===== src/include/fetch_defs.svh =====
// Fetch path sizing
// Address widths, cache geometry, memory tag width and latency,
// and the program counter value after reset

`ifndef FETCH_DEFS_SVH
`define FETCH_DEFS_SVH

// Full width of a program counter
`define FETCH_ADDR_BITS 32

// Byte address bits that actually reach the instruction memory
`define FETCH_MEM_ADDR_BITS 16

// Direct-mapped cache size, one 64-bit line per entry
`define FETCH_CACHE_LINES 32

// Memory transaction tag width, tag zero is reserved for "no tag"
`define FETCH_MEM_TAG_BITS 4

// Cycles from tag grant to data return
`define FETCH_MEM_LATENCY 6

// First fetch address out of reset
`define FETCH_RESET_PC 32'h0000_0000

`endif


===== src/design/fetch_pkg.sv =====
// Fetch path types
// Vector typedefs, bus command and cache state enums, and the
// structs passed between PC, cache, memory and output stage

`include "fetch_defs.svh"

package fetch_pkg;

    ////////////////////////////////////////////////////////////
    // Plain vectors
    ////////////////////////////////////////////////////////////

    typedef logic [`FETCH_ADDR_BITS-1:0]    addr_t;     // PC or byte address
    typedef logic [63:0]                    line_t;     // One memory or cache line
    typedef logic [31:0]                    instr_t;    // One instruction word
    typedef logic [`FETCH_MEM_TAG_BITS-1:0] mem_tag_t;  // Zero means no transaction

    // Cache address split, 3 offset bits inside a line
    typedef logic [$clog2(`FETCH_CACHE_LINES)-1:0] cache_index_t;
    typedef logic [`FETCH_MEM_ADDR_BITS-$clog2(`FETCH_CACHE_LINES)-4:0] cache_tag_t;

    ////////////////////////////////////////////////////////////
    // Enums
    ////////////////////////////////////////////////////////////

    typedef enum logic [1:0] {
        bus_none = 2'd0,
        bus_load = 2'd1
    } bus_cmd_e;

    // Miss handling of the blocking cache
    typedef enum logic [1:0] {
        cache_idle,         // Hit, or nothing pending
        cache_requesting,   // Load command out, no tag granted yet
        cache_waiting       // Tag held, waiting for the line
    } cache_state_e;

    ////////////////////////////////////////////////////////////
    // Structs
    ////////////////////////////////////////////////////////////

    typedef struct packed {
        bus_cmd_e command;
        addr_t    addr;         // Line aligned
    } mem_request_t;

    typedef struct packed {
        mem_tag_t grant_tag;    // Same cycle as the command
        mem_tag_t return_tag;   // Nonzero only when data arrives
        line_t    return_data;
    } mem_reply_t;

    typedef struct packed {
        addr_t  pc;
        instr_t instruction;
    } fetch_packet_t;

endpackage


===== src/design/icache.sv =====
// Instruction cache
// Blocking direct-mapped cache with one 64-bit line per entry
// Tracks a single memory transaction tag and fills the line when the
// matching tag comes back; an address change abandons the request

`include "fetch_defs.svh"

module icache (
    input  logic                    clock,
    input  logic                    reset,
    input  fetch_pkg::addr_t        pc,
    input  fetch_pkg::mem_reply_t   mem_reply,
    output fetch_pkg::mem_request_t mem_request,
    output fetch_pkg::line_t        line,
    output logic                    hit
);

    localparam int cache_lines = `FETCH_CACHE_LINES;

    // One cache entry
    typedef struct packed {
        fetch_pkg::line_t      data;
        fetch_pkg::cache_tag_t tag;
        logic                  valid;
    } entry_t;

    entry_t entries [cache_lines];

    fetch_pkg::cache_tag_t   cur_tag, last_tag;      // Cache tags, not memory tags
    fetch_pkg::cache_index_t cur_index, last_index;

    fetch_pkg::cache_state_e state, state_next;
    fetch_pkg::mem_tag_t     mem_tag, mem_tag_next;  // Outstanding transaction

    logic changed_addr;
    logic got_data;

    ////////////////////////////////////////////////////////////
    // Lookup
    ////////////////////////////////////////////////////////////

    // Tag is bits 15..8, index 7..3, low three are the line offset
    assign {cur_tag, cur_index} = pc[`FETCH_MEM_ADDR_BITS-1:3];

    assign line = entries[cur_index].data;
    assign hit  = entries[cur_index].valid && (entries[cur_index].tag == cur_tag);

    // New address this cycle, restarts miss handling
    assign changed_addr = (cur_index != last_index) || (cur_tag != last_tag);

    // Return for our own tag; mem_tag is nonzero while waiting
    assign got_data = (state == fetch_pkg::cache_waiting) && !changed_addr &&
                      (mem_reply.return_tag == mem_tag);

    ////////////////////////////////////////////////////////////
    // Memory request
    ////////////////////////////////////////////////////////////

    // Repeat the load until a tag is granted or the pc moves
    assign mem_request.command = ((state == fetch_pkg::cache_requesting) && !changed_addr) ?
                                 fetch_pkg::bus_load : fetch_pkg::bus_none;
    assign mem_request.addr    = {pc[`FETCH_ADDR_BITS-1:3], 3'b000};   // Line aligned

    ////////////////////////////////////////////////////////////
    // Miss state machine
    ////////////////////////////////////////////////////////////

    always_comb begin
        state_next   = state;
        mem_tag_next = mem_tag;
        if (changed_addr) begin
            // Drop whatever was outstanding, its late return is ignored
            mem_tag_next = '0;
            state_next   = hit ? fetch_pkg::cache_idle : fetch_pkg::cache_requesting;
        end else begin
            case (state)
                fetch_pkg::cache_idle: begin
                    if (!hit) begin
                        state_next = fetch_pkg::cache_requesting;
                    end
                end
                fetch_pkg::cache_requesting: begin
                    if (mem_reply.grant_tag != '0) begin   // Zero while memory is busy
                        mem_tag_next = mem_reply.grant_tag;
                        state_next   = fetch_pkg::cache_waiting;
                    end
                end
                fetch_pkg::cache_waiting: begin
                    if (got_data) begin
                        mem_tag_next = '0;
                        state_next   = fetch_pkg::cache_idle;   // Hit shows next cycle
                    end
                end
                default: state_next = fetch_pkg::cache_idle;
            endcase
        end
    end

    ////////////////////////////////////////////////////////////
    // State and storage
    ////////////////////////////////////////////////////////////

    always_ff @(posedge clock) begin
        if (reset) begin
            state      <= fetch_pkg::cache_idle;
            mem_tag    <= '0;
            last_tag   <= '1;   // All ones so the first pc looks new
            last_index <= '1;
            for (int i = 0; i < cache_lines; i++) begin
                entries[i] <= '0;
            end
        end else begin
            state      <= state_next;
            mem_tag    <= mem_tag_next;
            last_tag   <= cur_tag;
            last_index <= cur_index;
            if (got_data) begin
                entries[cur_index].data  <= mem_reply.return_data;
                entries[cur_index].tag   <= cur_tag;
                entries[cur_index].valid <= 1'b1;
            end
        end
    end

endmodule


===== config.mk =====
export PLATFORM = sky130hd
export DESIGN_NAME = icache
export DESIGN_NICKNAME = d
export VERILOG_FILES = /design/src/design/fetch_pkg.sv /design/src/design/icache.sv
export VERILOG_INCLUDE_DIRS = /design/src /design/src/include
export SDC_FILE = /design/constraint.sdc
export NUM_CORES = 2
export LEC_CHECK = 0
export ABC_CLOCK_PERIOD_IN_PS = 7100
export BUFFER_PORTS_ARGS = -buffer_cell sky130_fd_sc_hd__buf_2
export CAP_MARGIN = 0
export CORE_ASPECT_RATIO = 1.5
export CORE_MARGIN = 5
export CORE_UTILIZATION = 57
export CTS_CLUSTER_DIAMETER = 50
export DETAILED_ROUTE_END_ITERATION = 8
export GPL_ROUTABILITY_DRIVEN = 0
export PLACE_DENSITY = 0.78
export SYNTH_ARGS = -nofsm -noshare
export SYNTH_HDL_FRONTEND = slang
export SYNTH_SLANG_ARGS = --single-unit
export TNS_END_PERCENT = 5

===== constraint.sdc =====
create_clock -name clock -period 7.1 [get_ports clock]
set_clock_uncertainty 0.15 [all_clocks]
set_input_delay 0.355 -clock clock [delete_from_list [all_inputs] [get_ports clock]]
set_output_delay 0.355 -clock clock [all_outputs]
set_load 0.05 [all_outputs]

# [Word level (Yosys, flattened, before mapping)]
# Memory sizes are Yosys's and may differ from the RTL's.
# Index checks and enable logic that the tools add are counted.
[word_totals] register_bits=19 latchBits=0 ramBits=2336 romBits=0 mem_count=1
[classes] add_sub_neg=0 multipliers=0 div_mod_pow=0 n_lt_le_gt_ge=0 n_eq_ne=11 shift=0 n_mux=18 bitwise=0 reduce_logical=13
[memory_table] memory="entries" words=32 word_bits=73 read_ports=1 rd_clocked_by_memory_dff=0 wr=32 line="icache.sv:27" source="entry_t entries [cache_lines];"
[op_table] cell="73-bit 2-to-1 mux" n=1
[op_table] cell="73-bit OR reduction" n=1
[op_table] cell="8-bit == test" n=1
[op_table] cell="1-bit 2-to-1 mux" n=8
[op_table] cell="2-bit 2-to-1 mux" n=4
[op_table] cell="4-bit 2-to-1 mux" n=2
[op_table] cell="8-bit != test" n=1
[op_table] cell="4-bit one-hot mux with 2 select lines" n=1
[op_table] cell="3-bit != test (second input constant)" n=2
[op_table] cell="2-bit one-hot mux with 3 select lines" n=1
[op_table] cell="3-bit AND reduction" n=2
[op_table] cell="5-bit 2-to-1 mux" n=1
[op_table] cell="5-bit != test" n=1
[op_table] cell="4-bit == test" n=1
[op_table] cell="1-bit logical AND" n=4
[op_table] cell="4-bit nonzero test" n=1
[op_table] cell="3-bit by 2-bit != test with 1-bit output (second input constant)" n=1
[op_table] cell="2-bit by 1-bit == test with 1-bit output (second input constant)" n=1
[op_table] cell="2-bit == test (second input constant)" n=1
[op_table] cell="2-bit zero test" n=1
[op_table] cell="2-bit by 1-bit != test with 1-bit output (second input constant)" n=1
[op_table] cell="2-bit != test (second input constant)" n=1
[op_table] cell="2-bit nonzero test" n=1
[op_table] cell="2-bit OR reduction" n=1
[op_table] cell="other kinds (2)" n=2

# [Longest topological paths before layout]
[logic_depth] word_depth=10 depth_mapped=14

# [Worst setup path before layout]
# No wires, ideal clock.
[synth_path] path_type="input port to flip-flop" startpoint="input port pc[9]" endpoint="memory entries[25][10] in the netlist's numbering, enable pin" setup_time_ps=603 arrival_ps=7028 required_time_ps=6347 slack_ps=-681 path_stages=9 path_buffers=2 cell_sequence="clkbuf_1 xnor2_1 nand4_1 nor4_1 nand4_1 nor3_2 nand3_1 clkbuf_1 o21ai_0"
[synth_rtl] item="start, declared" line="icache.sv:11" source="input fetch_pkg::addr_t pc,"
[synth_rtl] item="end, declared" line="icache.sv:27"

# [Worst setup path after layout]
[layout_path] startpoint="input port pc[3]" endpoint="output port line[22]"
[layout_via] elab_chain_cells=1
[layout_rtl] item="memory read 32 x 73 bit"
[layout_rtl] item="end, declared" line="icache.sv:14" source="output fetch_pkg::line_t line,"
# No other way between the ends.

==> run_results.csv <==
group,metric,value,unit
timing,hold_viol,0,
detailed_routing,drtPass1Iterations,6,
worst_setup_path,end_kind,"output port",
status,outcome,"finished, final reports clean",
global_routing,grt_pass1_vias,62800,
detailed_routing,routedWlPerCell,33.8,um
die,die_w,361,um
clock_tree,cts_tree,"done",
logic_synthesis,ys_ff_latch,2355,
detailed_routing,drc,0,
die,placementRows,193,
die,initial_core_util,0.572,
layout,final_layout_size_suffix_gt1_frac,0.192,
timing,setup_violations,0,
global_routing,track_usage,0.319,
run,maxCapViolCount,0,
placement,portBuffers,165,
timing,finalSetupTns,0,ns
hold_path,hold_path.class,"in -> reg",
clock_tree,clk_latency,0.86,ns
layout,final_nets,6686,
worst_setup_path,worst-path-max-fanout,82,
global_routing,met2_usage,0.529,
die,die_h,537,um
global_routing,antenna_found_initial,39,
clock_tree,cts_setup_buffers,0,
power_and_ir_drop,peakVddDrop,0.212,mV
global_routing,gr-usage-met3,0.0687,
detailed_routing,num_vias,61400,
logic_synthesis,yosysWarnings,0,
logic_synthesis,netlist_instances,6626,
clock_tree,clkSinkCount,2355,
logic_synthesis,ys.flop_type,"edfxtp_1",
timing,period_share,0.749,
detailed_routing,drtAntennaViolNets,0,
timing,post-route-min-period,5.32,ns
global_routing,grt-ovfl-total,0,
logic_synthesis,yosysUniqueCellTypes,49,
worst_setup_path,cp-start-kind,"input pin",
timing,worst_pin_slew,1.34,ns
worst_setup_path,critPathArrivalTime,4.82,ns
global_routing,gr-usage-met1,0.399,
clock_tree,cts_resized,0,
power_and_ir_drop,cellLeakagePower,42.0,nW
timing,drv_slew,0,
clock_tree,cts_made_buffers,214,
timing,fmax,188,MHz
die,die_area,194000,um2
timing,worst_slack,1.78,ns
worst_setup_path,cp.required,6.59,ns
placement,preCtsSetupSlack,1.80,ns
global_routing,grt_pass1_wl,443,mm
detailed_routing,drt-total-wl,310,mm
power_and_ir_drop,powerDensity,252,nW/um2
logic_synthesis,async_reset_ff_frac,0,
timing,slew_headroom,0.105,
logic_synthesis,synth_seq_area_share,0.666,
clock_tree,clk_pin_slew,0.06,ns
clock_tree,ctsHoldBuffers,71,
detailed_routing,routed_via_density,6.68,
clock_tree,cts.htree.levels,4,
logic_synthesis,syn_area_per_cell,15.9,um2
logic_synthesis,synth_edf_count,2304,
layout,final_cells,9194,
global_routing,grt-busiest-layer,"met2",
placement,dp_hpwl,165,mm
logic_synthesis,syn_area,105000,um2
layout,synthToLayoutAreaGrowth,10.2,%
placement,dp_cells,8730,
clock_tree,clock_path_buffers,4,
clock_tree,cts_root_buf,"clkbuf_16",
global_routing,grt_max_degree,135,
die,io_pins,205,
worst_setup_path,critPathKind,"in -> out",
timing,hold_ws,0.0240,ns
die,core,184000,um2
timing,rsz0062_at_grt,"false",
detailed_routing,drt_iter0_drc,9608,
final cells by class:
cell class	count	area (um2)
repair buffers	426	3330
inverters	4	23.8
clock inverters	113	968
diodes	16	40.0
clock buffers	264	5590
fillers	12600	68100
well taps	2437	3050
multi-input cells	3579	32900
flip-flops and latches	2355	70200
layer usage:
layer  part of all wire  routed length (um)
met1               0.32              101000
met2               0.49              151000
met3               0.13               39200
met4              0.062               19300
met5            0.00043                 132
stage by stage:
step / instance area, um2 / power [W] / util
floorplan: 105000 / 0.0176 / -
global placement: 109000 / 0.0182 / 0.591
detailed placement: 109000 / 0.0183 / 0.591
CTS: 116000 / 0.0292 / 0.630
global route: 116000 / 0.0299 / 0.630
finish: 116000 / 0.0292 / 0.630
sequential cells by signal (all words and copies together), names as in the netlist:
signal,cells
entries,2336
last_tag,8
last_index,5
mem_tag,4
state,2
final timing paths:
path	from	to	slack, ns	cells after the start
setup / recovery	pc[3]	line[22]	1.78	8
hold / removal	mem_reply[60]	entries[2][69]$_DFFE_PP_	0.02	2
setup reg to reg	last_index[3]$_SDFF_PP1_	entries[26][47]$_DFFE_PP_	3.11	9
hold reg to reg	entries[0][0]$_SDFFE_PP1P_	entries[0][0]$_SDFFE_PP1P_	0.30	1
power breakdown:
group          switching [W]  leakage [nW]  internal [W]  total [W]
Combinational        0.00152          15.0      0.000717    0.00223
Sequential          0.000138          23.7        0.0157     0.0159
Clock                0.00503          3.23       0.00612     0.0112
cell families after synthesis:
kind of cell / Yosys count / share of synthesized area
buffers and inverters: 695 / 0.0277
multiplexers: 743 / 0.135
flip-flops: 2355 / 0.666
XOR/XNOR: 25 / 0.00208
AO/OA/AOI/OAI: 323 / 0.0225
other: 1 / 0.0000356
AND/OR/NAND/NOR: 2484 / 0.146
synth_stat cells (13+ instances only):
cell type,instances,area [um2]
nand4_1,24,150
o221ai_1,30,263
mux4_2,541,12200
a22oi_1,85,638
buf_1,23,86.3
nand2_1,31,116
and2_1,2304,14400
xnor2_1,13,114
a21o_1,32,240
nor2_1,39,146
buf_2,70,350
edfxtp_1,2304,69200
o21ai_0,32,160
dfxtp_1,51,1020
or2_2,24,150
clkbuf_1,542,2030
a22o_1,30,263
mux2i_1,197,1970
o22ai_1,70,438
buf_4,51,383
a221oi_1,30,263
worst max-delay path, cell delays in order:
cell      delay [ns]
buf_8           0.64
buf_4           0.89
buf_4           0.74
mux4_2          0.58
a22o_1          0.18
a221oi_1        0.63
o221ai_1        0.37
buf_2           0.31
cells in the final DEF, fill, tap and decap left out, drive strengths merged, types with 47 or more instances in the layout:
| cell | instances |
|---|---|
| and2 | 2304 |
| a22oi | 85 |
| mux4 | 543 |
| dlygate4sd3 | 71 |
| clkinv | 90 |
| dfxtp | 51 |
| clkbuf | 264 |
| mux2i | 197 |
| nor2 | 47 |
| o22ai | 70 |
| buf | 355 |
| edfxtp | 2304 |
(Power assumes the default switching activity.)
