File: config.mk
export PLATFORM = sky130hd
export DESIGN_NAME = fetch_output
export DESIGN_NICKNAME = d
export VERILOG_FILES = /design/src/design/fetch_pkg.sv /design/src/design/fetch_output.sv
export VERILOG_INCLUDE_DIRS = /design/src /design/src/include
export SDC_FILE = /design/constraint.sdc
export NUM_CORES = 1
export LEC_CHECK = 0
export BUFFER_PORTS_ARGS = -buffer_cell sky130_fd_sc_hd__buf_2
export CORE_AREA = 2 2 78 80
export DETAILED_ROUTE_END_ITERATION = 8
export DIE_AREA = 0 0 80 82
export PLACE_DENSITY = 0.79
export SLEW_MARGIN = 10
export SYNTH_ARGS = -nofsm -noshare
export SYNTH_HDL_FRONTEND = slang
export SYNTH_SLANG_ARGS = --single-unit
File: constraint.sdc
create_clock -name clock -period 1.9 [get_ports clock]
set_input_delay 0.285 -clock clock [delete_from_list [all_inputs] [get_ports clock]]
set_output_delay 0.285 -clock clock [all_outputs]
set_load 0.1 [all_outputs]
File: src/include/fetch_defs.svh
// Fetch path sizing
// Address widths, cache geometry, memory tag width and latency,
// and the program counter value after reset

`ifndef FETCH_DEFS_SVH
`define FETCH_DEFS_SVH

// Full width of a program counter
`define FETCH_ADDR_BITS 32

// Byte address bits that actually reach the instruction memory
`define FETCH_MEM_ADDR_BITS 16

// Direct-mapped cache size, one 64-bit line per entry
`define FETCH_CACHE_LINES 32

// Memory transaction tag width, tag zero is reserved for "no tag"
`define FETCH_MEM_TAG_BITS 4

// Cycles from tag grant to data return
`define FETCH_MEM_LATENCY 6

// First fetch address out of reset
`define FETCH_RESET_PC 32'h0000_0000

`endif

File: src/design/fetch_pkg.sv
// Fetch path types
// Vector typedefs, bus command and cache state enums, and the
// structs passed between PC, cache, memory and output stage

`include "fetch_defs.svh"

package fetch_pkg;

    ////////////////////////////////////////////////////////////
    // Plain vectors
    ////////////////////////////////////////////////////////////

    typedef logic [`FETCH_ADDR_BITS-1:0]    addr_t;     // PC or byte address
    typedef logic [63:0]                    line_t;     // One memory or cache line
    typedef logic [31:0]                    instr_t;    // One instruction word
    typedef logic [`FETCH_MEM_TAG_BITS-1:0] mem_tag_t;  // Zero means no transaction

    // Cache address split, 3 offset bits inside a line
    typedef logic [$clog2(`FETCH_CACHE_LINES)-1:0] cache_index_t;
    typedef logic [`FETCH_MEM_ADDR_BITS-$clog2(`FETCH_CACHE_LINES)-4:0] cache_tag_t;

    ////////////////////////////////////////////////////////////
    // Enums
    ////////////////////////////////////////////////////////////

    typedef enum logic [1:0] {
        bus_none = 2'd0,
        bus_load = 2'd1
    } bus_cmd_e;

    // Miss handling of the blocking cache
    typedef enum logic [1:0] {
        cache_idle,         // Hit, or nothing pending
        cache_requesting,   // Load command out, no tag granted yet
        cache_waiting       // Tag held, waiting for the line
    } cache_state_e;

    ////////////////////////////////////////////////////////////
    // Structs
    ////////////////////////////////////////////////////////////

    typedef struct packed {
        bus_cmd_e command;
        addr_t    addr;         // Line aligned
    } mem_request_t;

    typedef struct packed {
        mem_tag_t grant_tag;    // Same cycle as the command
        mem_tag_t return_tag;   // Nonzero only when data arrives
        line_t    return_data;
    } mem_reply_t;

    typedef struct packed {
        addr_t  pc;
        instr_t instruction;
    } fetch_packet_t;

endpackage

File: src/design/fetch_output.sv
// Fetch output stage
// Picks the addressed instruction out of the 64-bit line and
// registers it with its pc as a one-cycle packet

module fetch_output (
    input  logic                     clock,
    input  logic                     reset,
    input  fetch_pkg::addr_t         pc,
    input  fetch_pkg::line_t         line,
    input  logic                     hit,
    output fetch_pkg::fetch_packet_t packet,
    output logic                     packet_valid
);

    fetch_pkg::instr_t word;

    // Bit 2 selects the upper half of the line
    assign word = pc[2] ? line[63:32] : line[31:0];

    ////////////////////////////////////////////////////////////
    // Packet register
    ////////////////////////////////////////////////////////////

    // Valid is a pulse, one per hit
    always_ff @(posedge clock) begin
        if (reset) begin
            packet_valid <= 1'b0;
        end else begin
            packet_valid <= hit;
        end
    end

    // Payload only loads on a hit
    always_ff @(posedge clock) begin
        if (hit) begin
            packet.pc          <= pc;
            packet.instruction <= word;
        end
    end

endmodule

# == Word-level counts from Yosys, hierarchy flattened ==
# Cells that the tools add are included.
# word_totals
reg_bits,65
in_bits,99
# op_classes
mux,1
# ops
cell,n
2-to-1 mux 32 bit,1

# == Longest topological paths before layout ==
# Gate-level depths: netlist of the first run.
# depth
depth_word,1
mapped_depth,3

# == Least setup slack after synthesis of the first run ==
# Ideal clock, no wire load.
# synth_timing
kind,flip-flop to output port
from,register packet_valid
to,output packet_valid
arrival_time_ns,0.909
required_time_ns,1.615
path_slack_ns,0.706
stages_incl_launch_ff,1
path_buffers,0
cell_sequence,dfxtp_1
# synth_rtl
element,line_no,rtl
from (decl),fetch_output.sv:12,output logic packet_valid
from (signal assigned),fetch_output.sv:29,packet_valid <= hit;
# No word-level cell between the ends.

# == Worst setup path after layout of the first run ==
# layout_timing
from,register packet[22] (netlist bit)
to,output packet[22] (netlist bit)
# layout_rtl
element,line_no,rtl
from (decl),fetch_output.sv:11,"output fetch_pkg::fetch_packet_t packet,"
# No word-level cell between the ends.

==> results.tsv, run 1 <==
stage	metric	value	unit
die	row cnt	28	
synth	post-synth top area cell	edfxtp_1	
grt	number of global-route vias before repair	1610	
die	Ports	164	
synth	#FFs+latches synth	65	
synth	sequential share of the synthesized area	77.9	%
timing	RSZ-0062 raised after global routing	no	
layout	register area	1940	um^2
layout	area of the multi-input gates	479	um^2
synth	YS warnings	0	
synth	Synth cell types	7	
timing	Fin. Hold Viols	0	
run	MaxCap Viol Count	0	
power_and_ir_drop	pwr/cell area	1220	nW/um^2
die	Core ar.	5750	um^2
power_and_ir_drop	sequential power share	39.5	%
grt	first-pass GRT wire length	7310	um
synth	largest cells by area after synthesis	edfxtp_1, mux2_4, buf_12	
layout	final instance area	3620	um^2
layout	most frequent cells in the layout	buf_2, edfxtp_1, mux2_4	
clock_network	clock sinks	65	
place	Placed Area	3370	um^2
setup_path	max incr delay on CP	0.44	ns
layout	share of layout cells above drive strength 1	76.3	%
setup_path	CP delay by family, top	buffers and inverters	
timing	setup_tns	0	ns
clock_network	postcts setup bufs	0	
setup_path	Critical Path AT	1.14	ns
timing	count of final max-slew check failures	0	
setup_path	Critical path buffers and inverters	1	
route	via/cell ratio	4.42	
setup_path	critical path depth	1	
clock_network	Clock transition at path regs	0.07	ns
clock_network	H-tree lvl count	3	
setup_path	CP Capture Type	output port	
route	Detail Route Antenna Nets	0	
grt	gr usage total	15.8	%
timing	Fmax	0.702	GHz
hold_path	HP Class	in2reg	
place	number of port buffers	163	
timing	relative slew slack	66.6	%
setup_path	largest fanout on the critical path	1	
route	routed length per instance	14.7	um
clock_network	cts repair resizes	0	
synth	Post-Synthesis Cell Area	2490	um^2
layout	most common cell after layout, fill and taps aside	buf_2	
power_and_ir_drop	Switching Power	1.55	mW
timing	Tightest Pin Transition	0.505	ns
grt	gr ovfl total	0	
die	Total Die Area	6560	um^2
setup_path	critical path class	reg2out	
power_and_ir_drop	combinational share of power	27.9	%
timing	Setup violations, final	0	
die	Initial Util	43.4	%
layout	fin nets	373	
setup_path	worst-path cell chain	buf_2	
die	Die Span Y	82	um
layout	ant diodes	0	
power_and_ir_drop	Switching Fraction	35.2	%
clock_network	root buf cell	clkbuf_8	
clock_network	CTS tree	done	
setup_path	CP Launch Type	flip-flop	
route	detailed-route via count	1563	
power_and_ir_drop	Clk pwr share	32.6	%
hold_path	Hold Crit Depth	2	
route	DR DRC count	0	
timing	fin crit period	1.42	ns
layout	Layout Area Growth over Synthesis	45.4	%
die	Die Width	80	um
route	Initial DRC Count	53	
clock_network	Num CTS Buffers	9	
synth	average size of a mapped cell	24.4	um^2
clock_network	Post-CTS Hold Buffers	0	
outcome	status	finished clean	
timing	Hold Slack	0.0933	ns
power_and_ir_drop	Leak	1.67	nW
place	detailed placement HPWL	3940	um
synth	syn_nets	201	
timing	Final period util	75.0	%
synth	Cells after Synth	102	
clock_network	Max Buffers Root-to-Sink	2	
power_and_ir_drop	worst vdd ir	0.000647	V
route	routed wire length	5200	um
place	GPL Wtd Cong	0.734	
route	First-pass DRT Iterations	4	
synth	share of Yosys cell area claimed by the top area cell type	77.1	%
setup_path	Critical Path RT	1.62	ns
setup_path	slowest stage cell, crit path	buf_2	
power_and_ir_drop	Internal	2.86	mW
layout	Fill cells	456	
grt	pin count of the biggest net entering global routing	66	
grt	initial antenna violation count	0	
-- path summary, 6_finish.rpt --
check,start,end,slack (ns)
setup / recovery,packet[22]$_DFFE_PP_,packet[22],0.48
hold / removal,reset,packet_valid$_SDFF_PP0_,0.09
-- stage by stage --
stage,worst slack [ns],power [mW],utilization [%],std cells
2_1_floorplan,0.706,2.77,-,102
3_3_place_gp,0.651,3.00,58.7,338
3_5_place_dp,0.631,3.01,58.7,338
4_1_cts,0.439,4.45,63.1,354
5_1_grt,0.428,4.55,63.1,354
6_report,0.475,4.41,63.1,354
-- sequential cells by signal, summed over array words and instances, names as in the netlist --
signal	count
packet	64
packet_valid	1
-- per-layer routing --
layer / GRT usage (%) / wire [um] / up-vias
li1: - / - / 748
met5: 0 / 0 / -
met4: 7.63 / 92 / 0
met3: 8.02 / 611 / 8
met2: 27.4 / 2740 / 100
met1: 15.6 / 1760 / 707
-- power by group through the flow --
| stage | combinational, mW | sequential, mW | clock, mW |
|---|---|---|---|
| after detailed placement | 1.24 | 1.77 | 0 |
| after floorplan | 0.117 | 2.65 | 0 |
| after CTS | 1.24 | 1.74 | 1.47 |
| final | 1.23 | 1.74 | 1.43 |
| after global routing | 1.26 | 1.75 | 1.54 |
| after global placement | 1.23 | 1.77 | 0 |
-- cells by family (layout without fill, tap and decap cells) --
family	after synthesis	count (layout)	synth area share, %
multiplexers	32	32	19.0
AND/OR/NAND/NOR	1	1	0.251
buffers and inverters	4	181	2.86
flip-flops	65	65	77.9
-- synthesized netlist by cell type --
| library cell | instances |
|---|---|
| edfxtp_1 | 64 |
| mux2_4 | 30 |
| buf_12 | 3 |
| mux2_2 | 2 |
| buf_6 | 1 |
| dfxtp_1 | 1 |
| nor2b_1 | 1 |
-- area by class of cell --
class                           count  share of cell area (%)
Multi-Input combinational cell     33                    13.2
Tap cell                           75                    2.59
Timing Repair Buffer              165                    23.6
Clock inverter                      6                    3.18
Clock buffer                       10                    3.80
Sequential cell                    65                    53.6
Note: power is estimated with default switching activity, not from simulation.
==> run 2: changes to the inputs <==
--- a/config.mk
+++ b/config.mk
@@ -7,10 +7,10 @@
 export NUM_CORES = 1
 export LEC_CHECK = 0
 export BUFFER_PORTS_ARGS = -buffer_cell sky130_fd_sc_hd__buf_2
-export CORE_AREA = 2 2 78 80
+export CORE_AREA = 2 2 81 83
 export DETAILED_ROUTE_END_ITERATION = 8
-export DIE_AREA = 0 0 80 82
-export PLACE_DENSITY = 0.79
+export DIE_AREA = 0 0 83 85
+export PLACE_DENSITY = 0.74
 export SLEW_MARGIN = 10
 export SYNTH_ARGS = -nofsm -noshare
 export SYNTH_HDL_FRONTEND = slang
==> constraint.sdc (replaced) <==
create_clock -name clock -period 1.45 [get_ports clock]
set_input_delay 0.2175 -clock clock [delete_from_list [all_inputs] [get_ports clock]]
set_output_delay 0.2175 -clock clock [all_outputs]
set_load 0.1 [all_outputs]
==> run 2 against run 1 <==
Effect of this change:
- count of clock-buffer cells in the layout is 1 higher
- sequential share of layout area grew 0.45 points
- non-clock buffer count up 1
- wire length decreased by 1.3%
- highest routed layer unchanged
- combinational power increased by 32%
- worst hold slack worse by 0.059 ns
- first-iteration DRC count decreased by 34%
==> results.tsv, run 2 (synthesis gave the netlist of run 1 again) <==
stage	metric	value	unit	change
outcome	status	finished clean		
setup_path	largest fanout on the critical path	1		unchanged
timing	Final period util	92.7	%	
layout	ant diodes	0		unchanged
grt	first-pass GRT wire length	7830	um	+7.2%
layout	biggest regs	packet x64, packet_valid x1		
clock_network	Clock transition at path regs	0.07	ns	about the same
setup_path	worst-path cell chain	buf_2		
route	detailed-route via count	1574		+0.70%
timing	Hold Slack	0.0347	ns	-0.0586 ns
hold_path	Hold Crit Depth	2		unchanged
setup_path	Critical Path Start	packet[34]$_DFFE_PP_		
timing	Fmax	0.744	GHz	
clock_network	Num CTS Buffers	9		unchanged
die	Ports	164		unchanged
layout	most frequent cells in the layout	buf_2, edfxtp_1, mux2_4		
timing	count of final max-slew check failures	0		unchanged
grt	gr usage total	14.9	%	-0.90 points
setup_path	slowest stage cell, crit path	buf_2		
place	GPL Wtd Cong	0.697		-5.0%
route	routed wire length	5130	um	-1.3%
layout	register with the most flip-flops	packet		
die	Initial Util	40.2	%	-3.2 points
setup_path	critical path depth	1		unchanged
power_and_ir_drop	Tot Pwr	5.48	mW	+24%
clock_network	cts repair resizes	0		unchanged
grt	initial antenna violation count	0		unchanged
timing	setup_tns	0	ns	unchanged
setup_path	Critical path buffers and inverters	1		unchanged
layout	most common cell after layout, fill and taps aside	buf_2		
place	number of port buffers	163		unchanged
setup_path	Critical Path AT	1.13	ns	about the same
layout	fin nets	374		+0.27%
layout	Largest register FFs	64		unchanged
timing	fin crit period	1.34	ns	
grt	gr ovfl total	0		unchanged
die	Core ar.	6200	um^2	+8.0%
place	dpl cells	341		+0.89%
die	Die Width	83	um	+3.8%
clock_network	CTS tree	done		
die	Die Span Y	85	um	+3.7%
hold_path	hold path startpoint	reset		
timing	relative slew slack	65.5	%	-1.1 points
route	via/cell ratio	4.42		+0.14%
setup_path	CP Capture Type	output port		
setup_path	Critical Path RT	1.23	ns	-0.39 ns
route	Initial DRC Count	35		-34%
power_and_ir_drop	Leak	1.66	nW	-0.74%
hold_path	HP Class	in2reg		
hold_path	Worst Hold Path EP	packet_valid$_SDFF_PP0_		
layout	Layout Area Growth over Synthesis	44.2	%	
clock_network	root buf cell	clkbuf_8		
power_and_ir_drop	pwr/cell area	1520	nW/um^2	+25%
timing	Fin. Hold Viols	0		unchanged
grt	pin count of the biggest net entering global routing	66		unchanged
clock_network	Post-CTS Hold Buffers	0		unchanged
grt	number of global-route vias before repair	1628		+1.1%
die	Total Die Area	7060	um^2	+7.5%
clock_network	H-tree lvl count	3		unchanged
setup_path	critical path class	reg2out		
timing	RSZ-0062 raised after global routing	no		
power_and_ir_drop	worst vdd ir	0.000673	V	+4.0%
clock_network	postcts setup bufs	0		unchanged
timing	Setup violations, final	0		unchanged
route	Detail Route Antenna Nets	0		unchanged
clock_network	Max Buffers Root-to-Sink	2		unchanged
route	routed length per instance	14.4	um	-1.9%
layout	share of layout cells above drive strength 1	75.3	%	-1.1 points
setup_path	max incr delay on CP	0.43	ns	about the same
run	MaxCap Viol Count	0		unchanged
clock_network	clock sinks	65		unchanged
route	First-pass DRT Iterations	3		-1
layout	Final Instance Count excl. Fillers	356		+0.56%
setup_path	CP Launch Type	flip-flop		
setup_path	CP delay by family, top	buffers and inverters		
route	DR DRC count	0		unchanged
timing	Tightest Pin Transition	0.521	ns	+0.0166 ns
die	row cnt	29		+3.6%
==> run 2: area by class of cell <==
class | count | area (um^2)
multi-input combinational | 33 | 479
sequential | 65 | 1940
fill | 493 | 2610
clock inverter | 4 | 68.8
timing repair buffer | 166 | 876
clock buffer | 11 | 131
tap | 77 | 96.3
==> run 2: worst max-delay path by stage <==
stage | end | slack (ns)
after global routing | packet[34] | 0.05
after CTS | packet[34] | 0.06
after global placement | packet[0]$_DFFE_PP_ | 0.27
final | packet[34] | 0.11
after detailed placement | packet[13]$_DFFE_PP_ | 0.23
after floorplan | packet_valid | 0.32
==> run 2: routing by layer <==
| metal | GRT usage (%) | vias to the layer above | wire length [um] |
|---|---|---|---|
| li1 | - | 749 | - |
| met1 | 15.8 | 718 | 1850 |
| met2 | 25.1 | 99 | 2650 |
| met3 | 6.03 | 8 | 547 |
| met4 | 8.49 | 0 | 90 |
| met5 | 0 | - | 0 |
==> run 2: metrics by stage <==
stage	cell area (um^2)	utilization, %	setup slack (ns)
6_report	3590	57.9	0.105
5_1_grt	3590	57.9	0.0528
4_1_cts	3590	57.9	0.0605
3_5_place_dp	3390	54.7	0.230
3_3_place_gp	3390	54.7	0.272
2_1_floorplan	2490	-	0.324
==> run 2: report_power, final <==
| group | total (mW) | switching, mW | internal, mW | leakage [nW] |
|---|---|---|---|---|
| clock | 1.57 | 0.621 | 0.951 | 0.101 |
| sequential | 2.28 | 0.0347 | 2.25 | 0.635 |
| combinational | 1.62 | 1.31 | 0.308 | 0.927 |
