==> src/include/fetch_defs.svh <==
// Fetch path sizing
// Address widths, cache geometry, memory tag width and latency,
// and the program counter value after reset

`ifndef FETCH_DEFS_SVH
`define FETCH_DEFS_SVH

// Full width of a program counter
`define FETCH_ADDR_BITS 32

// Byte address bits that actually reach the instruction memory
`define FETCH_MEM_ADDR_BITS 16

// Direct-mapped cache size, one 64-bit line per entry
`define FETCH_CACHE_LINES 32

// Memory transaction tag width, tag zero is reserved for "no tag"
`define FETCH_MEM_TAG_BITS 4

// Cycles from tag grant to data return
`define FETCH_MEM_LATENCY 6

// First fetch address out of reset
`define FETCH_RESET_PC 32'h0000_0000

`endif

==> src/design/fetch_pkg.sv <==
// Fetch path types
// Vector typedefs, bus command and cache state enums, and the
// structs passed between PC, cache, memory and output stage

`include "fetch_defs.svh"

package fetch_pkg;

    ////////////////////////////////////////////////////////////
    // Plain vectors
    ////////////////////////////////////////////////////////////

    typedef logic [`FETCH_ADDR_BITS-1:0]    addr_t;     // PC or byte address
    typedef logic [63:0]                    line_t;     // One memory or cache line
    typedef logic [31:0]                    instr_t;    // One instruction word
    typedef logic [`FETCH_MEM_TAG_BITS-1:0] mem_tag_t;  // Zero means no transaction

    // Cache address split, 3 offset bits inside a line
    typedef logic [$clog2(`FETCH_CACHE_LINES)-1:0] cache_index_t;
    typedef logic [`FETCH_MEM_ADDR_BITS-$clog2(`FETCH_CACHE_LINES)-4:0] cache_tag_t;

    ////////////////////////////////////////////////////////////
    // Enums
    ////////////////////////////////////////////////////////////

    typedef enum logic [1:0] {
        bus_none = 2'd0,
        bus_load = 2'd1
    } bus_cmd_e;

    // Miss handling of the blocking cache
    typedef enum logic [1:0] {
        cache_idle,         // Hit, or nothing pending
        cache_requesting,   // Load command out, no tag granted yet
        cache_waiting       // Tag held, waiting for the line
    } cache_state_e;

    ////////////////////////////////////////////////////////////
    // Structs
    ////////////////////////////////////////////////////////////

    typedef struct packed {
        bus_cmd_e command;
        addr_t    addr;         // Line aligned
    } mem_request_t;

    typedef struct packed {
        mem_tag_t grant_tag;    // Same cycle as the command
        mem_tag_t return_tag;   // Nonzero only when data arrives
        line_t    return_data;
    } mem_reply_t;

    typedef struct packed {
        addr_t  pc;
        instr_t instruction;
    } fetch_packet_t;

endpackage

==> src/design/fetch_pc.sv <==
// Program counter
// Holds the fetch address, steps one word on every cache hit and
// takes the branch target when a redirect arrives

`include "fetch_defs.svh"

module fetch_pc (
    input  logic             clock,
    input  logic             reset,
    input  logic             hit,          // Current pc was served this cycle
    input  logic             redirect,     // Branch taken pulse
    input  fetch_pkg::addr_t redirect_pc,  // Branch target
    output fetch_pkg::addr_t pc
);

    ////////////////////////////////////////////////////////////
    // Next address
    ////////////////////////////////////////////////////////////

    fetch_pkg::addr_t pc_reg;
    fetch_pkg::addr_t pc_next;
    fetch_pkg::addr_t pc_plus_four;

    assign pc_plus_four = pc_reg + fetch_pkg::addr_t'(4);   // One instruction ahead

    always_comb begin
        // Redirect has priority, the hit word is already on its way out
        if (redirect) begin
            pc_next = redirect_pc;
        end else if (hit) begin
            pc_next = pc_plus_four;
        end else begin
            pc_next = pc_reg;       // Stall on a miss
        end
    end

    ////////////////////////////////////////////////////////////
    // Register
    ////////////////////////////////////////////////////////////

    always_ff @(posedge clock) begin
        if (reset) begin
            pc_reg <= `FETCH_RESET_PC;
        end else begin
            pc_reg <= pc_next;
        end
    end

    assign pc = pc_reg;

endmodule

==> config.mk <==
export PLATFORM = sky130hd
export DESIGN_NAME = fetch_pc
export DESIGN_NICKNAME = d
export VERILOG_FILES = /design/src/design/fetch_pkg.sv /design/src/design/fetch_pc.sv
export VERILOG_INCLUDE_DIRS = /design/src /design/src/include
export SDC_FILE = /design/constraint.sdc
export NUM_CORES = 1
export LEC_CHECK = 0
export BUFFER_PORTS_ARGS = -buffer_cell sky130_fd_sc_hd__buf_2
export CAP_MARGIN = 25
export CORE_AREA = 8 8 74 76
export DETAILED_ROUTE_END_ITERATION = 6
export DIE_AREA = 0 0 82 84
export HOLD_SLACK_MARGIN = 0.03
export MAX_ROUTING_LAYER = met4
export PLACE_DENSITY = 0.83
export SYNTH_ARGS = -nofsm -noshare
export SYNTH_HDL_FRONTEND = slang
export SYNTH_SLANG_ARGS = --single-unit
==> constraint.sdc <==
create_clock -name clock -period 1.7 [get_ports clock]
set_input_delay 0.255 -clock clock [delete_from_list [all_inputs] [get_ports clock]]
set_output_delay 0.255 -clock clock [all_outputs]
set_load 0.02 [all_outputs]
==> Yosys cells after proc, flatten, opt, wreduce, memory -nomap -nowiden <==
Index checks and enable logic that the tools add are counted.
{ "totals": {"in_bits": 36, "mem_bits_rw": 0, "mem_bits_ro": 0, "ff_bits": 32, "latchBits": 0, "memories": 0} }
{ "classes": {"mul": 0, "n_addsub": 1, "shift": 0, "n_bitwise": 0, "n_mux": 2, "reduce_logical": 1, "n_lt_le_gt_ge": 0, "div": 0, "eq_ne": 0} }
{ "op_table": {"columns": ["operator", "n"], "rows": [
  ["$mux 32", 2],
  ["$add 32x3->32 const B", 1],
  ["$reduce_bool 2->1", 1]
]} }

==> Depth between registers and ports, before layout <==
Gate-level depths: netlist (run 1).
{ "logic_depth": {"word_depth": 3, "depth_mapped": 6, "depth_no_buf": 5} }

==> Worst setup path after synthesis (run 1) <==
OpenSTA, ideal clock, no wires.
{ "synth_path": {"kind": "reg2reg", "start": "register pc_reg[8] (netlist: pc[8])", "end": "register pc_reg[26] (netlist: pc[26])", "setup_time_ps": 118, "synth_period_minus_slack_ps": 2014, "arrival_ps": 1897, "required_ps": 1582, "path_slack_ps": -314, "stages_incl_launch_ff": 7, "cell_sequence": "dfxtp_1 > buf_2 > nand4_1 > or3_1 > buf_2 > or4_1 > o2111a_1"} }
{ "synth_via": {"elab_chain_cells": 3} }
{ "synth_rtl": {"columns": ["item", "line_no", "source"], "rows": [
  ["start: declaration", "fetch_pc.sv:20", "fetch_pkg::addr_t pc_reg;"],
  ["start signal: assignment", "fetch_pc.sv:43", "pc_reg <= `FETCH_RESET_PC;"],
  ["start signal: assignment", "fetch_pc.sv:45", "pc_reg <= pc_next;"],
  ["$add 32x3->32", "fetch_pc.sv:24", "assign pc_plus_four = pc_reg + fetch_pkg::addr_t'(4);"],
  ["$mux 32", "fetch_pc.sv:30", "end else if (hit) begin"],
  ["$mux 32", "fetch_pc.sv:28", "if (redirect) begin"]
]} }
No other way between the ends. The select of a mux whose other input is x is not followed.
A chain may end at the register's enable or synchronous reset.

==> Worst setup path in the final report (run 1) <==
{ "layout_path": {"start": "register pc_reg[12] (netlist: pc[12])", "end": "register pc_reg[22] (netlist: pc[22])"} }
Same word-level chain as after synthesis.

==> metrics, run 1 <==
layout cells sized above 1 between 40% and 50%; final setup margin -15.32 ps; post-DP HPWL 4984 um; Initial DRC Count 149; final-layout fill cell count 348; Vias/cell 5.850; violated checks negative setup slack; number of port buffers 67; worst min path class in2reg; RSZ-0062 raised after global routing true; vias in the first global route 2224; CTS clk-pin slew, worst paths about 70 ps; DRC viols 0; Placement Rows 24; Pre-antenna DRT Iters 4; Power Density 649.6 nW/um^2; asr flop ratio synth 0%; Ports 68; Max IR drop VDD 0.5723 mV; syn_nets 271; maximum clock frequency about 600 MHz; Setup Total Neg Slack -29.66 ps; Period Utilization, post-route 100.9%; GRT overflow 0; ANT nets after route 0; sequential area share after synthesis 33.84%; Crit Path Class reg2reg; most common cell in the synthesized netlist dfxtp_1; Synth Area in XOR/XNOR 4.164%; Largest register FFs 32; CTS root buf clkbuf_8; max-cap viol count 0; worst hold slack roughly 210 ps; total CTS buffers 5; Yosys top cell by area dfxtp_1; total wire length 6629 um; Initial Util 44.40%; Pleak around 1.2 nW; number of nets in the layout around 390; WP data required approximately 1900 ps; Worst Path Arrival 1910 ps; Final Skew roughly 5.5 ps; global-route usage over all layers 19.42%; status complete, but fails checks; Tmin final 1715 ps; width of the die just over 80 um; DR vias ~2300; routability cong. just over 0.9; # setup viols final 2; ys flop type dfxtp_1; Synth Area in Simple Gates a little over a third; count of pins over their slew limit 0; Synth cell types 44; Cells after Synth 234; CTS tree yes; yosys warns 0; mux contribution to synthesized area 1.586%; Critical Path End Type flip-flop; Adder-Cell Fraction of Synth Area 0.6609%; Synth Cell Area about 1900 um^2; Mapped Avg Cell Area slightly above 8 um^2; top cells by count, synth dfxtp_1, nor2_1, nand2_1; register bit total from synthesis 32; drt wl/cell 16.53 um; Synth top area share 33.84%; main combinational cell family by area after synthesis simple AND/OR/NAND/NOR gates; largest net degree at the start of global routing 23; global-route wire length before repair about 11000 um; area grow syn2layout 51.16%; Finished Layout Cells roughly 400; number of synthesized flops with an enable pin 0; worst slew pin tran 424.7 ps; clk sinks 32; Area contributors post-synth dfxtp_1, nand4_1, nor2_1; Synth Area in Compound Gates 19.63%; Die ar. 6888 um^2; CP Max Fanout 5; placed insts a little under 400; Core Footprint around 4300 um^2; number of H-tree levels 2; Rel. slew slack 71.43%; clk buf depth 2; Worst-Skew Late Latency 290 ps; initial antenna violation count 0; Die H 84 um; Hold Vio Cnt, Final 0; diode count 0; Seq. cell area 679.4 um^2; Critical Path Source Type flip-flop; area of the multi-input gates about 1300 um^2; Tot Pwr roughly 0.0019 W
-- per-stage QoR --
step                cell area [um^2]  utilization, %  worst slack, ps
global placement                2656           62.29            16.68
CTS                             2776           65.11            21.48
floorplan                       1933               -           -160.4
finish                          2861           67.11           -15.32
global route                    2861           67.11           -77.46
detailed placement              2656           62.29           -74.75
-- final timing paths --
check / from / to / slack, ps / cells after the start
max: pc[12] / pc[22] / -20 / 4
min: redirect_pc[3] / pc[3] / 210 / 3
max reg2reg: pc[12] / pc[22] / -20 / 4
min reg2reg: pc[0] / pc[0] / 490 / 2
-- what timing repair did --
item,CTS,global route
resized for setup,8,14
gates cloned,0,0
pin swaps,2,10
buffers inserted,1,2
setup endpoints to repair,3,14
endpoints found under the hold margin,0,0
hold buffers,0,0
-- critical path, stage by stage (launching register included) --
cell       delay, ps
dfxtp_2          350
nand4_1          150
or3_4            460
or3_4            390
a2111oi_4        280
-- cell families (layout without fill, tap and decap cells) --
| group | count (synthesis) | after routing |
|---|---|---|
| AO/OA/AOI/OAI | 47 | 47 |
| XOR/XNOR | 9 | 9 |
| adder cells (fa/ha/maj) | 1 | 1 |
| buffers and inverters | 21 | 136 |
| flip-flops | 32 | 32 |
| multiplexers | 3 | 3 |
| AND/OR/NAND/NOR | 121 | 121 |
-- placed cells by master (no fill, tap or decap), types with 3 or more instances in the layout --
master,synthesis,final
a211oi_1,8,8
a21oi_1,7,7
a311oi_1,5,3
and2_1,3,3
and4_1,5,4
buf_2,4,67
buf_4,0,55
clkbuf_8,0,5
dfxtp_1,32,13
dfxtp_2,0,13
dfxtp_4,0,6
inv_1,6,6
mux2i_1,3,3
nand2_1,20,20
nand2b_1,4,4
nand3_1,8,8
nand4_1,17,17
nor2_1,27,27
nor3b_1,4,3
nor4_1,10,7
o2111a_1,3,3
o21ai_0,4,4
o311a_1,3,3
o31a_1,3,3
o31ai_1,3,3
or3_1,7,5
xor2_1,7,7
-- routing by layer --
layer / wire [um] / track usage, % / vias to the layer above
li1: - / - / 1129
met1: 2798 / 23.85 / 1115
met2: 3225 / 31.18 / 95
met3: 541 / 4.095 / 7
met4: 64 / 4.633 / 0
met5: 0 / - / -
-- final cells by class --
type	instances	area share (%)
Sequential cell	32	23.74
Clock inverter	1	0.1312
Timing Repair Buffer	122	26.15
Clock buffer	7	2.667
Inverter	6	0.7871
Multi-Input combinational cell	181	44.25
Tap cell	52	2.274
-- power by group --
group,internal (W),total (W),switching [W]
Clock,0.000285,0.000561,0.000276
Sequential,0.000805,0.000852,0.0000477
Combinational,0.000198,0.000445,0.000247
Power figures use the tool's default switching activity.
==> run 2: changes to the inputs <==
Settings changed: CORE_AREA 8 8 74 76 to 8 8 70 72, DIE_AREA 0 0 82 84 to 0 0 78 80, PLACE_DENSITY 0.83 to 0.78.
Clock period 1.7 ns to 2.1 ns, I/O delays scaled along.
==> run 2 against run 1 <==
The run now ends clean; first-iteration DRC count is 0.67% lower; worst setup slack better by 210 ps; hold slack better by 48 ps; final area is 14% lower; sequential share of layout area is 2.4 points higher; critical path depth stayed put; final cell count is 10% lower; combinational power is 37% lower; sequential power is 17% lower; die area is 9.4% lower; global-route usage is 0.095 points lower; clock skew is 0.70 ps lower; critical path type unchanged; critical endpoint is now pc[23].
==> metrics, run 2 (synthesized netlist as in run 1, its figures left out) <==
status completed; ANT nets after route 0 (unchanged); DR vias 2114 (-9.9%); Power Density 608.7 nW/um^2 (-6.3%); total wire length 5753 um (-13%); count of pins over their slew limit 0 (unchanged); final-layout fill cell count 357 (+2.6%); Core Footprint 3856 um^2 (-9.6%); CP Max Fanout 6 (+1); Tmin final 1909 ps (+193.6 ps); met1 Track Usage GR 23.48% (-0.37 points); most frequent cells in the layout buf_2, dfxtp_1, nor2_1, nand2_1; global-route usage over all layers 19.33% (-0.095 points); number of port buffers 67 (unchanged); CTS root buf clkbuf_8; number of nets in the layout 347 (-9.9%); clk buf depth 2 (unchanged); busiest metal layer after global routing met2; clk sinks 32 (unchanged); DRC viols 0 (unchanged); Rel. slew slack 67.87% (-3.6 points); Critical Path Source Type flip-flop; total CTS buffers 5 (unchanged); hold_sp redirect_pc[3]; worst slew pin tran 477.6 ps (+52.93 ps); Die ar. 6240 um^2 (-9.4%); CTS clk-pin slew, worst paths 70 ps (about the same); worst reg2reg startpoint pc[5]; Vias/cell 5.856 (about the same); worst min path class in2reg; post-DP HPWL 4399 um (-12%); Pleak 1.017 nW (-17%); Largest register FFs 32 (unchanged); most common cell after layout, fill and taps aside buf_2; routability cong. 0.9215 (-0.66%); met2 global-route usage 29.41% (-1.8 points); global-route wire length before repair 9660 um (-9.0%); number of H-tree levels 2 (unchanged); Worst Path Arrival 2100 ps (+190 ps); Worst-Skew Late Latency 290 ps (about the same); area grow syn2layout 30.07%; diode count 0 (unchanged); Tot Pwr 0.001499 W (-19%); GRT overflow 0 (unchanged); initial antenna violation count 0 (unchanged); CTS tree yes; RSZ-0062 raised after global routing false; Max IR drop VDD 0.3280 mV (-43%); Initial Util 49.09% (+4.7 points); Setup Total Neg Slack 0 ps (+29.66 ps); max-cap viol count 0 (unchanged); largest net degree at the start of global routing 21 (-8.7%); width of the die 78 um (-4.9%); drt wl/cell 15.94 um (-3.6%); Crit Path Class reg2reg; Post-DP Area 2357 um^2 (-11%); Critical Path End Type flip-flop; WP data required 2290 ps (+400 ps); Initial DRC Count 148 (-0.67%); # setup viols final 0 (-2); Placement Rows 23 (-4.2%); Ports 68 (unchanged); met3 Track Usage GR 5.405% (+1.3 points); Final Skew 4.827 ps (-0.7006 ps); maximum clock frequency 523.9 MHz (-10%); Period Utilization, post-route 90.90% (-10 points); Die H 80 um (-4.8%); final instance area 2462 um^2 (-14%); layout cells sized above 1 32.48% (-15 points); Crit. Startpoint pc[5]; Hold Vio Cnt, Final 0 (unchanged); Pre-antenna DRT Iters 6 (+2); vias in the first global route 2097 (-5.7%)
## run 2: cell count changes in the layout (fill, tap and decap cells not counted), moves of 3 or more
cell	change
buf_4	-38
dfxtp_1	+17
dfxtp_2	-11
dfxtp_4	-6
nor4_1	+3
## run 2: routing by layer
| layer | share of wire, % | vias up |
|---|---|---|
| met5 | 0 | - |
| met1 | 46 | 970 |
| met3 | 6.6 | 14 |
| met4 | 2.3 | 0 |
| met2 | 45 | 72 |
| li1 | - | 1058 |
## run 2: worst paths after layout
kind | end | slack [ps] | cells past startpoint
setup / recovery | pc[23] | 190 | 4
hold / removal | pc[3] | 260 | 3
setup reg to reg | pc[23] | 190 | 4
hold reg to reg | pc[1] | 500 | 2
## run 2: worst max-delay path: stages, from the launching register on
cell	delay [ps]
dfxtp_1	450
and4_1	280
nand4_1	240
or4_1	530
a311oi_1	300
## run 2: stage by stage
step	worst slack (ps)	hold slack [ps]	util (%)	std cells
floorplan	85.59	457.7	-	234
global placement	253.5	471.0	61.13	353
detailed placement	115.2	480.3	61.13	353
CTS	120.2	253.1	63.66	361
global route	40.52	256.7	63.85	361
finish	191.1	257.0	63.85	361
## run 2: layout make-up
type	instances	area [um^2]	area share [%]
inverters	6	22.52	0.9146
clock buffers	6	82.58	3.354
clock inverters	2	15.01	0.6098
multi-input cells	181	1174	47.66
well taps	50	62.56	2.541
repair buffers	84	462.9	18.80
flip-flops and latches	32	643.1	26.12
## run 2: timing repair
item / 4_1_cts / 5_1_grt
gates resized for setup: 0 / 3
setup endpoints to repair: 0 / 1
buffers inserted: 0 / 0
hold buffers: 0 / 0
## run 2: where the power goes
group / internal, W / total [W] / switching (W)
registers: 0.000650 / 0.000703 / 0.0000531
logic: 0.000117 / 0.000280 / 0.000162
clock network: 0.000265 / 0.000516 / 0.000251
total: 0.00103 / 0.00150 / 0.000466
==> run 3: changes to the inputs <==
Settings changed: CELL_PAD_IN_SITES_DETAIL_PLACEMENT set to 0, CELL_PAD_IN_SITES_GLOBAL_PLACEMENT set to 1, CORE_AREA 8 8 70 72 to 8 8 83 85, DIE_AREA 0 0 78 80 to 0 0 91 93, PLACE_DENSITY 0.78 to 0.75.
==> run 3 against run 2 <==
Clock power rose by 19%; utilization shrank 20 points; final area grew 1.7%; clock skew grew 2.4 ps; combinational power rose by 2%; sequential share of layout area decreased by 0.54 points; sequential cell count did not move; register-to-register slack got worse by 30 ps.
==> metrics, run 3 (synthesized netlist as in run 1, its figures left out) <==
status completed; maximum clock frequency 517.0 MHz (-1.3%); global-route usage over all layers 15.42% (-3.9 points); drt wl/cell 16.34 um (+2.6%); DRC viols 0 (unchanged); Placement Rows 28 (+22%); met3 Track Usage GR 4.167% (-1.2 points); global-route wire length before repair 10320 um (+6.9%); CTS clk-pin slew, worst paths 70 ps (about the same); Slowest-stage cell, CP or3_1; number of H-tree levels 2 (unchanged); Finished Layout Cells 385 (+6.6%); area of the multi-input gates 1169 um^2 (-0.43%); CP Max Fanout 8 (+2); number of nets in the layout 346 (-0.29%); Post-CTS Setup Bufs 0 (unchanged); Ports 68 (unchanged); max incr delay on CP 510 ps (-20 ps); WP data required 2280 ps (about the same); final-layout fill cell count 615 (+72%); most common cell after layout, fill and taps aside buf_2; worst min path class in2reg; met1 Track Usage GR 19.44% (-4.0 points); crit path buf inv count 0 (unchanged); Pre-antenna DRT Iters 4 (-2); Power Density 639.2 nW/um^2 (+5.0%); Sw Ratio 30.10% (-1.0 points); CTS tree yes; Worst-Skew Late Latency 300 ps (about the same); Crit Path Class reg2reg; layout cells sized above 1 31.29% (-1.2 points); # setup viols final 0 (unchanged); Core Footprint 5675 um^2 (+47%); worst slew pin tran 689.5 ps (+211.9 ps); Largest register FFs 32 (unchanged); Max IR drop VDD 0.2747 mV (-16%); crit-path cells nand4_1 -> or3_1 -> or3_1 -> a2111oi_1; number of port buffers 67 (unchanged); Die H 93 um (+16%); area grow syn2layout 32.32%; post-DP HPWL 4676 um (+6.3%); worst hold slack 254.5 ps (-2.552 ps); placed insts 377 (+6.8%); critical path depth in cells 4 (unchanged); number of hold buffers added after CTS 0 (unchanged); Die ar. 8463 um^2 (+36%); worst r2r path cells 4 (unchanged); CTS root buf clkbuf_8; routability cong. 0.8221 (-11%); Seq. cell area 640.6 um^2 (-0.39%); WHS Path Cells 3 (unchanged); Initial Util 33.36% (-16 points); GRT overflow 0 (unchanged); vias in the first global route 2077 (-0.95%); busiest metal layer after global routing met2; Critical Path Source Type flip-flop; post_cts resized 0 (unchanged); width of the die 91 um (+17%); Final Skew 7.230 ps (+2.403 ps); dominant delay contributor by cell family on the critical path simple AND/OR/NAND/NOR gates; combinational power share 17.8% (-0.9 points); Period Utilization, post-route 92.11% (+1.2 points); Tmin final 1934 ps (+25.41 ps); Rel. slew slack 53.93% (-14 points); met2 global-route usage 23.28% (-6.1 points); largest net degree at the start of global routing 30 (+43%); total wire length 6292 um (+9.4%); Pint 0.001119 W (+8.4%); final core utilization 44.14% (-20 points); total CTS buffers 5 (unchanged); RSZ-0062 raised after global routing false; sequential share of power 43.9% (-3.0 points); Initial DRC Count 119 (-20%); DR vias 2112 (-0.095%); Clk pwr share 38.3% (+3.8 points); ANT nets after route 0 (unchanged); count of pins over their slew limit 0 (unchanged); Critical Path End Type flip-flop; Setup Total Neg Slack 0 ps (unchanged); final setup margin 165.7 ps (-25.41 ps); max-cap viol count 0 (unchanged); Vias/cell 5.486 (-6.3%); Hold Vio Cnt, Final 0 (unchanged); clk sinks 32 (unchanged); worst slack, placed 198.0 ps (+82.81 ps); diode count 0 (unchanged); crit-path most repeated cell or3_1; clk buf depth 2 (unchanged); Net Sw Power 0.0004820 W (+3.3%); initial antenna violation count 0 (unchanged); most frequent cells in the layout buf_2, dfxtp_1, nor2_1, nand2_1, nand4_1; Worst Path Arrival 2120 ps (+20 ps); Pleak 1.024 nW (+0.67%)
run 3: final timing paths:
check	start	endpoint	slack, ps
worst max register to register	pc[12]	pc[22]	170
worst min register to register	pc[1]	pc[1]	510
worst min-delay path	redirect_pc[3]	pc[3]	250
worst max-delay path	pc[12]	pc[22]	170
run 3: power groups by stage:
stage               Sequential, W  Combinational (W)  Clock (W)
global placement         0.000714           0.000285          0
global route             0.000711           0.000312   0.000659
floorplan                0.000761           0.000112          0
finish                   0.000703           0.000285   0.000614
detailed placement       0.000716           0.000287          0
CTS                      0.000703           0.000289   0.000620
run 3: stage by stage:
| stage | area, um^2 | power [W] |
|---|---|---|
| 2_1_floorplan | 1893 | 0.0008729 |
| 6_report | 2505 | 0.001601 |
| 3_5_place_dp | 2394 | 0.001003 |
| 4_1_cts | 2505 | 0.001611 |
| 3_3_place_gp | 2394 | 0.0009989 |
| 5_1_grt | 2505 | 0.001682 |
run 3: cell type report:
type	instances	share of cell area, %
flip-flops and latches	32	25.57
inverters	6	0.8991
repair buffers	83	18.68
clock inverters	3	1.698
well taps	75	3.746
multi-input cells	181	46.65
clock buffers	5	2.747
run 3: tightest hold or removal path, stage by stage:
cell     delay [ps]
buf_2            80
a21oi_1          50
nor2_1           70
run 3: per-layer routing:
| layer | routed length (um) | share of wire (%) |
|---|---|---|
| met2 | 2866 | 46 |
| met1 | 2988 | 47 |
| met3 | 353 | 5.6 |
| met4 | 83 | 1.3 |
| met5 | 0 | 0 |
